## src/rtl/itlb_pkg.sv

```systemverilog
// ITLB shared definitions
`default_nettype none

package itlb_pkg;

    // Sv39 address geometry.
    localparam int va_len       = 39;
    localparam int pa_len       = 40;
    localparam int page_bits    = 12;
    localparam int itlb_entries = 4;
    localparam int flag_bits    = 7;

    typedef logic [va_len-1:0]           va_t;
    typedef logic [pa_len-1:0]           pa_t;
    typedef logic [va_len-page_bits-1:0] vpn_t;
    typedef logic [pa_len-page_bits-1:0] ppn_t;
    typedef logic [itlb_entries-1:0]     entry_sel_t;
    typedef logic [1:0]                  priv_t;
    typedef logic [flag_bits-1:0]        itlb_flags_t;

    // Bit positions inside the flag vector returned by the page walker.
    localparam int flag_v  = 0;
    localparam int flag_x  = 1;
    localparam int flag_u  = 2;
    localparam int flag_g  = 3;
    localparam int flag_a  = 4;
    localparam int flag_pf = 5;  // Walker found a bad PTE.
    localparam int flag_af = 6;  // Walker hit a bus error.

    localparam priv_t priv_user       = 2'b00;
    localparam priv_t priv_supervisor = 2'b01;

endpackage

`default_nettype wire

```

## src/rtl/itlb_entry_array.sv

```systemverilog
// ITLB entry array
`default_nettype none

module itlb_entry_array (
    input  logic                  core_clk,
    input  logic                  core_reset_n,
    input  itlb_pkg::va_t         fetch_va,
    input  itlb_pkg::entry_sel_t  victim_sel,
    input  logic                  miss_resp,
    input  itlb_pkg::vpn_t        miss_vpn,
    input  itlb_pkg::ppn_t        miss_ppn,
    input  itlb_pkg::itlb_flags_t miss_flags,
    input  logic                  sfence_req,
    input  logic                  satp_we,
    output itlb_pkg::entry_sel_t  hit_sel,
    output itlb_pkg::entry_sel_t  valid_vec,
    output itlb_pkg::ppn_t        hit_ppn,
    output itlb_pkg::itlb_flags_t hit_flags
);
    import itlb_pkg::*;

    vpn_t        vpn_q   [itlb_entries];
    ppn_t        ppn_q   [itlb_entries];
    itlb_flags_t flags_q [itlb_entries];
    logic        valid_q [itlb_entries];
    entry_sel_t  fill_sel;
    entry_sel_t  flush_sel;
    vpn_t        fetch_vpn;
    logic        flush_any;

    assign fetch_vpn = fetch_va[va_len-1:page_bits];
    assign flush_any = sfence_req | satp_we;  // Any flush blocks a fill in the same cycle.

    for (genvar i = 0; i < itlb_entries; i++) begin : g_entry
        assign fill_sel[i] = miss_resp & victim_sel[i] & ~flush_any;

        // A SATP write spares the global mappings.
        assign flush_sel[i] = sfence_req
                            | (satp_we & valid_q[i] & ~flags_q[i][flag_g]);

        assign hit_sel[i]   = valid_q[i] & (vpn_q[i] == fetch_vpn);
        assign valid_vec[i] = valid_q[i];

        always_ff @(posedge core_clk or negedge core_reset_n) begin
            if (!core_reset_n) begin
                valid_q[i] <= 1'b0;
            end else if (flush_sel[i]) begin
                valid_q[i] <= 1'b0;
            end else if (fill_sel[i]) begin
                valid_q[i] <= miss_flags[flag_v];  // Invalid walker result leaves it empty.
            end
        end

        always_ff @(posedge core_clk) begin
            if (fill_sel[i]) begin
                vpn_q[i]   <= miss_vpn;
                ppn_q[i]   <= miss_ppn;
                flags_q[i] <= miss_flags;
            end
        end
    end

    // At most one entry matches, so an AND-OR mux is enough.
    always_comb begin
        hit_ppn   = '0;
        hit_flags = '0;
        for (int i = 0; i < itlb_entries; i++) begin
            hit_ppn   = hit_ppn | ({$bits(ppn_t){hit_sel[i]}} & ppn_q[i]);
            hit_flags = hit_flags | ({$bits(itlb_flags_t){hit_sel[i]}} & flags_q[i]);
        end
    end

endmodule

`default_nettype wire

```

## src/rtl/itlb_plru.sv

```systemverilog
// ITLB tree pseudo-LRU
`default_nettype none

module itlb_plru (
    input  logic                 core_clk,
    input  logic                 core_reset_n,
    input  logic                 fetch_valid,
    input  logic                 translate_en,
    input  itlb_pkg::entry_sel_t hit_sel,
    input  itlb_pkg::entry_sel_t valid_vec,
    input  logic                 miss_resp,
    output itlb_pkg::entry_sel_t victim_sel
);
    import itlb_pkg::*;

    logic [2:0] tree_q;  // Bit 0 is the root, bits 1 and 2 choose inside each pair.
    entry_sel_t tree_sel;
    entry_sel_t free_sel;
    entry_sel_t used_sel;
    logic       hit_upd;
    logic       update;

    assign tree_sel[0] = ~tree_q[0] & ~tree_q[1];
    assign tree_sel[1] = ~tree_q[0] &  tree_q[1];
    assign tree_sel[2] =  tree_q[0] & ~tree_q[2];
    assign tree_sel[3] =  tree_q[0] &  tree_q[2];

    // Isolates the lowest clear bit of the valid vector.
    assign free_sel = ~valid_vec & (valid_vec + 1'b1);

    assign victim_sel = (|free_sel) ? free_sel : tree_sel;

    assign hit_upd  = fetch_valid & translate_en & (|hit_sel);
    assign update   = hit_upd | miss_resp;
    assign used_sel = miss_resp ? victim_sel : hit_sel;  // A fill outranks a hit.

    always_ff @(posedge core_clk or negedge core_reset_n) begin
        if (!core_reset_n) begin
            tree_q <= 3'b000;
        end else if (update) begin
            tree_q[0] <= |used_sel[1:0];
            if (|used_sel[1:0]) begin
                tree_q[1] <= used_sel[0];
            end
            if (|used_sel[3:2]) begin
                tree_q[2] <= used_sel[2];
            end
        end
    end

endmodule

`default_nettype wire

```

## src/rtl/itlb_miss_ctrl.sv

```systemverilog
// ITLB miss request control
`default_nettype none

module itlb_miss_ctrl (
    input  logic                 core_clk,
    input  logic                 core_reset_n,
    input  logic                 fetch_valid,
    input  itlb_pkg::va_t        fetch_va,
    input  logic                 translate_en,
    input  itlb_pkg::entry_sel_t hit_sel,
    input  logic                 miss_resp,
    output logic                 miss_req,
    output itlb_pkg::vpn_t       miss_vpn
);
    import itlb_pkg::*;

    logic miss_det;
    logic miss_req_q;
    vpn_t miss_vpn_q;

    // Only one walk is outstanding, so a pending request masks new misses.
    assign miss_det = fetch_valid & translate_en & ~(|hit_sel) & ~miss_req_q;

    always_ff @(posedge core_clk or negedge core_reset_n) begin
        if (!core_reset_n) begin
            miss_req_q <= 1'b0;
        end else begin
            miss_req_q <= (miss_det | miss_req_q) & ~miss_resp;
        end
    end

    always_ff @(posedge core_clk) begin
        if (miss_det) begin
            miss_vpn_q <= fetch_va[va_len-1:page_bits];
        end
    end

    assign miss_req = miss_req_q;
    assign miss_vpn = miss_vpn_q;  // Held for the whole walk.

endmodule

`default_nettype wire

```

## src/rtl/itlb_check.sv

```systemverilog
// ITLB permission check
`default_nettype none

module itlb_check (
    input  itlb_pkg::va_t         fetch_va,
    input  logic                  translate_en,
    input  itlb_pkg::priv_t       cur_privilege,
    input  itlb_pkg::entry_sel_t  hit_sel,
    input  itlb_pkg::ppn_t        hit_ppn,
    input  itlb_pkg::itlb_flags_t hit_flags,
    output logic                  fetch_hit,
    output itlb_pkg::pa_t         fetch_pa,
    output logic                  fetch_page_fault,
    output logic                  fetch_access_fault
);
    import itlb_pkg::*;

    logic any_hit;
    logic is_user;
    logic is_super;
    logic perm_fault;
    pa_t  bypass_pa;
    pa_t  xlate_pa;

    assign any_hit  = |hit_sel;
    assign is_user  = (cur_privilege == priv_user);
    assign is_super = (cur_privilege == priv_supervisor);

    assign bypass_pa = {{(pa_len - va_len){1'b0}}, fetch_va};
    assign xlate_pa  = {hit_ppn, fetch_va[page_bits-1:0]};

    // Supervisor may not execute from user pages, and user only from user pages.
    assign perm_fault = hit_flags[flag_pf]
                      | ~hit_flags[flag_x]
                      | ~hit_flags[flag_a]
                      | (hit_flags[flag_u] & is_super)
                      | (~hit_flags[flag_u] & is_user);

    assign fetch_hit = translate_en ? any_hit : 1'b1;
    assign fetch_pa  = translate_en ? xlate_pa : bypass_pa;

    assign fetch_access_fault = translate_en & any_hit & hit_flags[flag_af];
    assign fetch_page_fault   = translate_en & any_hit & ~hit_flags[flag_af] & perm_fault;

endmodule

`default_nettype wire

```

## src/rtl/itlb_top.sv

```systemverilog
// Instruction TLB top level
`default_nettype none

module itlb_top (
    input  logic                  core_clk,
    input  logic                  core_reset_n,
    input  logic                  fetch_valid,
    input  itlb_pkg::va_t         fetch_va,
    output logic                  fetch_hit,
    output itlb_pkg::pa_t         fetch_pa,
    output logic                  fetch_page_fault,
    output logic                  fetch_access_fault,
    input  logic                  translate_en,
    input  itlb_pkg::priv_t       cur_privilege,
    input  logic                  satp_we,
    input  logic                  sfence_req,
    output logic                  miss_req,
    output itlb_pkg::vpn_t        miss_vpn,
    input  logic                  miss_resp,
    input  itlb_pkg::ppn_t        miss_ppn,
    input  itlb_pkg::itlb_flags_t miss_flags
);
    import itlb_pkg::*;

    entry_sel_t  hit_sel;
    entry_sel_t  valid_vec;
    entry_sel_t  victim_sel;
    ppn_t        hit_ppn;
    itlb_flags_t hit_flags;

    itlb_entry_array u_entry_array (
        .core_clk     (core_clk),
        .core_reset_n (core_reset_n),
        .fetch_va     (fetch_va),
        .victim_sel   (victim_sel),
        .miss_resp    (miss_resp),
        .miss_vpn     (miss_vpn),
        .miss_ppn     (miss_ppn),
        .miss_flags   (miss_flags),
        .sfence_req   (sfence_req),
        .satp_we      (satp_we),
        .hit_sel      (hit_sel),
        .valid_vec    (valid_vec),
        .hit_ppn      (hit_ppn),
        .hit_flags    (hit_flags)
    );

    itlb_plru u_plru (
        .core_clk     (core_clk),
        .core_reset_n (core_reset_n),
        .fetch_valid  (fetch_valid),
        .translate_en (translate_en),
        .hit_sel      (hit_sel),
        .valid_vec    (valid_vec),
        .miss_resp    (miss_resp),
        .victim_sel   (victim_sel)
    );

    itlb_miss_ctrl u_miss_ctrl (
        .core_clk     (core_clk),
        .core_reset_n (core_reset_n),
        .fetch_valid  (fetch_valid),
        .fetch_va     (fetch_va),
        .translate_en (translate_en),
        .hit_sel      (hit_sel),
        .miss_resp    (miss_resp),
        .miss_req     (miss_req),
        .miss_vpn     (miss_vpn)
    );

    itlb_check u_check (
        .fetch_va           (fetch_va),
        .translate_en       (translate_en),
        .cur_privilege      (cur_privilege),
        .hit_sel            (hit_sel),
        .hit_ppn            (hit_ppn),
        .hit_flags          (hit_flags),
        .fetch_hit          (fetch_hit),
        .fetch_pa           (fetch_pa),
        .fetch_page_fault   (fetch_page_fault),
        .fetch_access_fault (fetch_access_fault)
    );

endmodule

`default_nettype wire

```

## config.mk

```make
export PLATFORM = sky130hd
export DESIGN_NAME = itlb_top
export DESIGN_NICKNAME = d
export VERILOG_FILES = /design/src/rtl/itlb_pkg.sv /design/src/rtl/itlb_entry_array.sv /design/src/rtl/itlb_plru.sv /design/src/rtl/itlb_miss_ctrl.sv /design/src/rtl/itlb_check.sv /design/src/rtl/itlb_top.sv
export SDC_FILE = /design/constraint.sdc
export NUM_CORES = 1
export LEC_CHECK = 0
export BUFFER_PORTS_ARGS = -buffer_cell sky130_fd_sc_hd__buf_2
export CAP_MARGIN = 0
export CELL_PAD_IN_SITES_DETAIL_PLACEMENT = 1
export CELL_PAD_IN_SITES_GLOBAL_PLACEMENT = 1
export CORE_MARGIN = 2
export CORE_UTILIZATION = 30
export DETAILED_ROUTE_END_ITERATION = 12
export GPL_TIMING_DRIVEN = 0
export PLACE_DENSITY = 0.5
export REMOVE_ABC_BUFFERS = 1
export SETUP_SLACK_MARGIN = 0.05
export SLEW_MARGIN = 20
export SYNTH_ARGS = -nofsm -noshare
export SYNTH_HDL_FRONTEND = slang
export SYNTH_SLANG_ARGS = --single-unit
export TNS_END_PERCENT = 5
```

## constraint.sdc

```tcl
create_clock -name core_clk -period 17.5 [get_ports core_clk]
set_input_delay 0 -clock core_clk [delete_from_list [all_inputs] [get_ports core_clk]]
set_output_delay 0 -clock core_clk [all_outputs]
set_load 0.01 [all_outputs]
```

==> out/qor.txt, run 1 <==
maximum clock insertion buffer count: 3
total routing usage reported by global routing: 0.163
Antenna Violating Nets Remaining: 0
distinct cell type count of the synthesized netlist: 40
Critical Path Source Type: flop
effective utilization at floorplan: 0.303
total of buffers placed on input and output ports: 129
type of the tightest min-delay check: input port to primary output
final count of negative-setup-slack endpoints: 0
post-synthesis area per instance: 16.2 sq um
Final min period: 3580 ps
antenna violations before repair: 0
power density of the placed cells: 104 mW/mm^2
synthesized instance count: 679
most common cell in the netlist: sky130_fd_sc_hd__edfxtp_1
Final nets: 994
maximum fanout count along the critical path: 9
source-to-sink clock delay at the later pin of the worst-skew pair: 500 ps
final total power: 0.00148 W
area growth from synthesis to final layout: 29.0%
clk root buf: sky130_fd_sc_hd__clkbuf_16
Detail Placement HPWL: 21.9 mm
sequential cell area fraction in the yosys report: 0.757
max-capacitance violation count: 0
Syn. warnings: 0
switching power of the nets: 0.000307 W
portion of synthesized cell area occupied by the leading cell type: 0.739
area used by sequential logic in the layout: 0.00834 sq mm
number of ports placed on the die boundary: 154
clock skew: 10.8 ps
share of total power in combinational logic: 0.052
TritonRoute pass-1 iters: 4
vertical extent of the die: 196 microns
hold path cells: 0
internal portion of total power: 0.00117 W
number of rows in the core area: 70
flop and latch count out of synthesis: 279
clock slew at the register clock pins of the worst setup and hold paths: 50 ps
drc violations: 0
detailed-route via count: 6669
dominant synthesized flop cell: sky130_fd_sc_hd__edfxtp_1
cell types with the largest area share after synthesis: sky130_fd_sc_hd__edfxtp_1 (74%), sky130_fd_sc_hd__xnor2_1 (7.7%), sky130_fd_sc_hd__a22oi_1 (4.2%)
number of antenna repair diodes: 0
result of the run: complete, no violations
drt wl/cell: 21.8 microns
die area: 0.0382 sq mm
largest voltage drop on the vdd net: 82.7 uV
combined area of the multi-input logic cells: 0.00240 sq mm
clock network fraction of design power: 0.443
launch instance of the worst min-delay path: fetch_va[0]
vias in the first global route: 7323
data arrival time at the worst-slack endpoint: 3580 ps
number of H-tree levels: 2
end of the worst register-to-register path: u_entry_array.ppn_q[1][20]$_DFFE_PP_
post-cts sizing count: 0
fraction of power spent switching nets: 0.207
largest net degree at the start of global routing: 61
Worst-Margin Slew: 804 ps
Leakage Power: 4.81 nW
Commonest cells post-synth: sky130_fd_sc_hd__edfxtp_1 (271), sky130_fd_sc_hd__xnor2_1 (97), sky130_fd_sc_hd__a22oi_1 (62)
RSZ-0062 raised after global routing: false
endpoint kind of the worst setup timing path: primary output
number of buffers added by the clock tree synthesis step: 34
fraction of layout instances using a drive strength above 1: 0.262
filler cell count: 3659
final period utilization: 0.205
Iter 0 DRT Violations: 323
TritonCTS clock tree: done
global route overflow: 0
required arrival time at the worst endpoint: 17500 ps
wire length of the first global-routing pass: 46.3 mm
post-synth top area cell: sky130_fd_sc_hd__edfxtp_1
timing-limited maximum frequency: 0.279 GHz
endpoint of the worst hold-timing path: fetch_pa[0]
GP Congestion: 0.742
final hold vios: 0
Crit Path Category: flop to primary output
Core Box Area: 0.0363 sq mm
Routed WL: 30.6 mm
reg-to-reg startpoint: u_entry_array.valid_vec[3]$_DFFE_PN0P_
setup TNS after final layout: 0 ps
fraction of registers with async set or reset after synthesis: 0.0287
clock sink total: 279
number of buffers inserted by post-CTS setup repair: 0
register-to-register setup slack: 14220 ps
horizontal extent of the die: 196 microns
number of synthesized flops with an enable pin: 271
relative max-transition margin: 0.463
sequential share of power: 0.505
reg2reg path depth: 9
Vias/cell: 4.76
post-synth design cell area: 0.0110 sq mm
final max-slew violation count: 0
layout make-up:
class / count / area share
flip-flops and latches: 279 / 0.587
clock buffers: 44 / 0.0670
multi-input cells: 333 / 0.169
well taps: 468 / 0.0412
repair buffers: 259 / 0.128
inverters: 4 / 0.00106
clock inverters: 15 / 0.00652
metal layers:
metal  global-route usage  wire [microns]  up-vias
li1                     -               -     3057
met1                0.216           13700     3398
met2                0.275           15000      168
met3               0.0285            1270       46
met4               0.0438             608        0
met5                    0               0        -
power groups by stage:
stage | clock, W | sequential (W) | combinational [W]
global placement | 0 | 0.000764 | 0.0000618
floorplan | 0 | 0.000762 | 0.0000234
CTS | 0.000678 | 0.000747 | 0.0000786
finish | 0.000655 | 0.000747 | 0.0000770
global route | 0.000700 | 0.000748 | 0.0000840
detailed placement | 0 | 0.000761 | 0.0000658
worst max-delay path: stages, from the launching register on:
cell	delay [ps]
sky130_fd_sc_hd__edfxtp_1	380
sky130_fd_sc_hd__xnor2_1	320
sky130_fd_sc_hd__nand4_1	230
sky130_fd_sc_hd__or4_4	570
sky130_fd_sc_hd__nor4_4	180
sky130_fd_sc_hd__buf_4	270
sky130_fd_sc_hd__buf_6	180
sky130_fd_sc_hd__a22oi_1	110
sky130_fd_sc_hd__a21boi_1	200
sky130_fd_sc_hd__o21bai_1	110
sky130_fd_sc_hd__a2111oi_2	350
sky130_fd_sc_hd__buf_2	190
through the flow:
stage / worst slack [ps] / utilization / area [sq um] / std cells / hold WS, ps
global placement: -4060 / 0.329 / 11900 / 1213 / -146
CTS: 13810 / 0.391 / 14200 / 1402 / 0.143
detailed placement: 14210 / 0.342 / 12400 / 1271 / -133
floorplan: 5980 / - / 10700 / 616 / -296
global route: 13580 / 0.391 / 14200 / 1402 / 0.0784
finish: 13920 / 0.391 / 14200 / 1402 / 0.0932
what timing repair did:
item | 4_1_cts | 5_1_grt
hold buffers | 72 | 0
hold endpoints to repair | 181 | 0
endpoints found under the setup margin | 0 | 0
worst max-delay path by stage:
stage	start	to	cells past startpoint
after global placement	u_entry_array.valid_vec[3]$_DFFE_PN0P_	u_entry_array.valid_vec[0]$_DFFE_PN0P_	6
after floorplan	u_entry_array.valid_vec[3]$_DFFE_PN0P_	u_entry_array.valid_vec[0]$_DFFE_PN0P_	6
final	u_entry_array.vpn_q[3][22]$_DFFE_PP_	fetch_page_fault	11
after detailed placement	u_entry_array.valid_vec[3]$_DFFE_PN0P_	u_entry_array.ppn_q[1][8]$_DFFE_PP_	9
after CTS	u_entry_array.vpn_q[3][22]$_DFFE_PP_	fetch_page_fault	11
after global routing	u_entry_array.vpn_q[1][5]$_DFFE_PP_	fetch_page_fault	9
registers in the layout, summed over array words and instances, names as in the netlist:
name                     count
u_entry_array.ppn_q        112
u_entry_array.vpn_q        108
u_miss_ctrl.miss_vpn        27
u_entry_array.flags_q       24
u_entry_array.valid_vec      4
u_plru.tree_q                3
u_miss_ctrl.miss_req         1
logic make-up (layout without fill, tap and decap cells):
group | Yosys count | count (layout) | share of synthesized area
and+or+nand+nor | 107 | 107 | 0.0509
xor gates and xnor gates | 109 | 109 | 0.0867
buffers and inverters | 67 | 322 | 0.0284
AOI/OAI and AO/OA | 115 | 115 | 0.0748
DFF | 279 | 279 | 0.757
muxes | 2 | 2 | 0.00182
placed cells by master, fill, tap and decap left out, types with 6 or more instances in the layout:
cell	count
sky130_fd_sc_hd__a31oi_1	28
sky130_fd_sc_hd__dlygate4sd3_1	72
sky130_fd_sc_hd__a22oi_1	62
sky130_fd_sc_hd__a21oi_1	7
sky130_fd_sc_hd__nand2_1	18
sky130_fd_sc_hd__buf_6	7
sky130_fd_sc_hd__nor2_1	36
sky130_fd_sc_hd__dfrtp_1	8
sky130_fd_sc_hd__buf_2	155
sky130_fd_sc_hd__edfxtp_1	271
sky130_fd_sc_hd__xnor2_1	97
sky130_fd_sc_hd__clkbuf_16	37
sky130_fd_sc_hd__buf_4	22
sky130_fd_sc_hd__nand4_1	25
sky130_fd_sc_hd__clkinv_1	6
sky130_fd_sc_hd__xor2_1	12
sky130_fd_sc_hd__clkbuf_1	7
sky130_fd_sc_hd__clkinv_2	8
No activity file was read; power rests on OpenSTA's default activity.
==> inputs of run 2 (changes only) <==
--- a/config.mk
+++ b/config.mk
@@ -13,7 +13,7 @@
 export CORE_UTILIZATION = 30
 export DETAILED_ROUTE_END_ITERATION = 12
 export GPL_TIMING_DRIVEN = 0
-export PLACE_DENSITY = 0.5
+export PLACE_DENSITY = 0.52
 export REMOVE_ABC_BUFFERS = 1
 export SETUP_SLACK_MARGIN = 0.05
 export SLEW_MARGIN = 20
==> constraint.sdc (replaced) <==
create_clock -name core_clk -period 3 [get_ports core_clk]
set_input_delay 0 -clock core_clk [delete_from_list [all_inputs] [get_ports core_clk]]
set_output_delay 0 -clock core_clk [all_outputs]
set_load 0.01 [all_outputs]
==> out/qor.txt, run 2 (synthesized netlist as in run 1, its figures left out) <==
total routing usage reported by global routing: 0.165
RSZ-0062 raised after global routing: true
violations in the final reports: negative setup slack
Core Box Area: 0.0363 sq mm
maximum fanout count along the critical path: 2
type of the tightest min-delay check: input port to primary output
data arrival time at the worst-slack endpoint: 3220 ps
crit path cell chain: xnor2_2, nand4_1, or4_4, nor4_4, buf_4, buf_8, a22oi_2, a21boi_1, o21bai_1, a2111oi_4, buf_2
GP Congestion: 0.703
endpoint kind of the worst setup timing path: primary output
end of the worst register-to-register path: u_entry_array.flags_q[1][4]$_DFFE_PP_
Leakage Power: 5.04 nW
horizontal extent of the die: 196 microns
highest-count cells in the layout ignoring fill and taps: sky130_fd_sc_hd__edfxtp_1 (271), sky130_fd_sc_hd__buf_2 (156), sky130_fd_sc_hd__xnor2_1 (89)
Iter 0 DRT Violations: 304
clock sink total: 279
Final min period: 3220 ps
Critical Path End: fetch_page_fault
Critical Path Source Type: flop
slowest stage delay, CP: 470 ps
max-capacitance violation count: 0
clock slew at the register clock pins of the worst setup and hold paths: 60 ps
final count of negative-setup-slack endpoints: 14
number of buffers added by the clock tree synthesis step: 34
flip-flop count of the largest register, all copies and words added: 112
final max-slew violation count: 0
reg-to-reg startpoint: u_entry_array.valid_vec[3]$_DFFE_PN0P_
power density of the placed cells: 606 mW/mm^2
reg2reg path depth: 9
detailed-route via count: 6735
Antenna Violating Nets Remaining: 0
timing startpoint of the critical path: u_entry_array.vpn_q[3][22]$_DFFE_PP_
TritonRoute pass-1 iters: 4
drc violations: 0
required arrival time at the worst endpoint: 3000 ps
maximum clock insertion buffer count: 3
TritonCTS clock tree: done
most common library cell in the layout ignoring fill and taps: sky130_fd_sc_hd__edfxtp_1
vertical extent of the die: 196 microns
source-to-sink clock delay at the later pin of the worst-skew pair: 510 ps
Routed WL: 31.3 mm
number of rows in the core area: 70
area growth from synthesis to final layout: 33.4%
final total power: 0.00890 W
vias in the first global route: 7264
Critical-path top delay cell: sky130_fd_sc_hd__or4_4
effective utilization at floorplan: 0.303
hold slack final: 0.0932 ps
total of buffers placed on input and output ports: 129
drt wl/cell: 22.0 microns
largest net degree at the start of global routing: 61
placed cells: 1276
Detail Placement HPWL: 21.7 mm
register-to-register setup slack: 240 ps
number of ports placed on the die boundary: 154
wire length of the first global-routing pass: 46.6 mm
clock skew: 21.6 ps
antenna violations before repair: 0
relative max-transition margin: 0.537
result of the run: finished, violations left
filler cell count: 3655
number of H-tree levels: 2
final critical-path setup slack: -217 ps
global route overflow: 0
final hold vios: 0
timing-limited maximum frequency: 0.311 GHz
Crit Path Category: flop to primary output
number of antenna repair diodes: 0
fraction of layout instances using a drive strength above 1: 0.301
largest voltage drop on the vdd net: 455 uV
fin cells: 1423
die area: 0.0382 sq mm
Final nets: 1014
Largest Register: u_entry_array.ppn_q
final period utilization: 1.07
Worst-Margin Slew: 694 ps
clk root buf: sky130_fd_sc_hd__clkbuf_16
Vias/cell: 4.73
share of the core filled with cells in the final layout: 0.404
[run 2: power breakdown]
| part | total (W) | switching, W | internal [W] | leakage, nW |
|---|---|---|---|---|
| Combinational | 0.000459 | 0.000253 | 0.000206 | 1.94 |
| Sequential | 0.00436 | 0.0000346 | 0.00432 | 2.56 |
| Clock | 0.00408 | 0.00153 | 0.00255 | 0.544 |
[run 2: metrics by stage]
step                      TNS [ps]  setup WS, ps  instance area, sq um
after detailed placement    -10540          -510                 12500
final                        -1330          -217                 14700
after global routing         -4040          -334                 14700
after CTS                    -2380          -277                 14600
after global placement    -3318590        -18920                 11900
after floorplan           -1339540         -8520                 10700
[run 2: worst min path at each step]
stage               cells after the start  slack (ps)         start                                      to
global placement                        1        -130  core_reset_n  u_entry_array.valid_vec[1]$_DFFE_PN0P_
CTS                                     4        0.05       satp_we  u_entry_array.valid_vec[1]$_DFFE_PN0P_
finish                                  0        0.09   fetch_va[0]                             fetch_pa[0]
floorplan                               0        -300  core_reset_n  u_entry_array.valid_vec[0]$_DFFE_PN0P_
global route                            0        0.08   fetch_va[6]                             fetch_pa[6]
detailed placement                      1        -130  core_reset_n  u_entry_array.valid_vec[1]$_DFFE_PN0P_
[run 2: area by class of cell]
cell class              instances  area, sq um  share of cell area
inverters                       4         15.0             0.00102
multi-input cells             333         2550               0.174
repair buffers                279         2080               0.142
flip-flops and latches        279         8340               0.568
clock inverters                21          220              0.0150
well taps                     468          586              0.0399
clock buffers                  39          891              0.0606
[run 2: critical path: cells and delay by family, from the launching register on]
family / cells / cell delay (ps)
AND/OR/NAND/NOR: 3 / 920
AO/OA/AOI/OAI: 4 / 620
buffers and inverters: 3 / 490
flip-flops: 1 / 400
XOR/XNOR: 1 / 260
[run 2: layer usage]
layer,global-route usage,routed length (microns),share of wire
met3,0.0301,1240,0.040
met4,0.0469,677,0.022
met1,0.217,14100,0.45
met2,0.281,15300,0.49
met5,0,0,0
[run 2: timing repair]
item	4_1_cts	5_1_grt
setup buffers	19	0
pin swaps	29	19
resized for setup	34	7
hold buffers	68	0
hold endpoints to repair	181	0
cloned	1	0
setup endpoints to repair	65	46
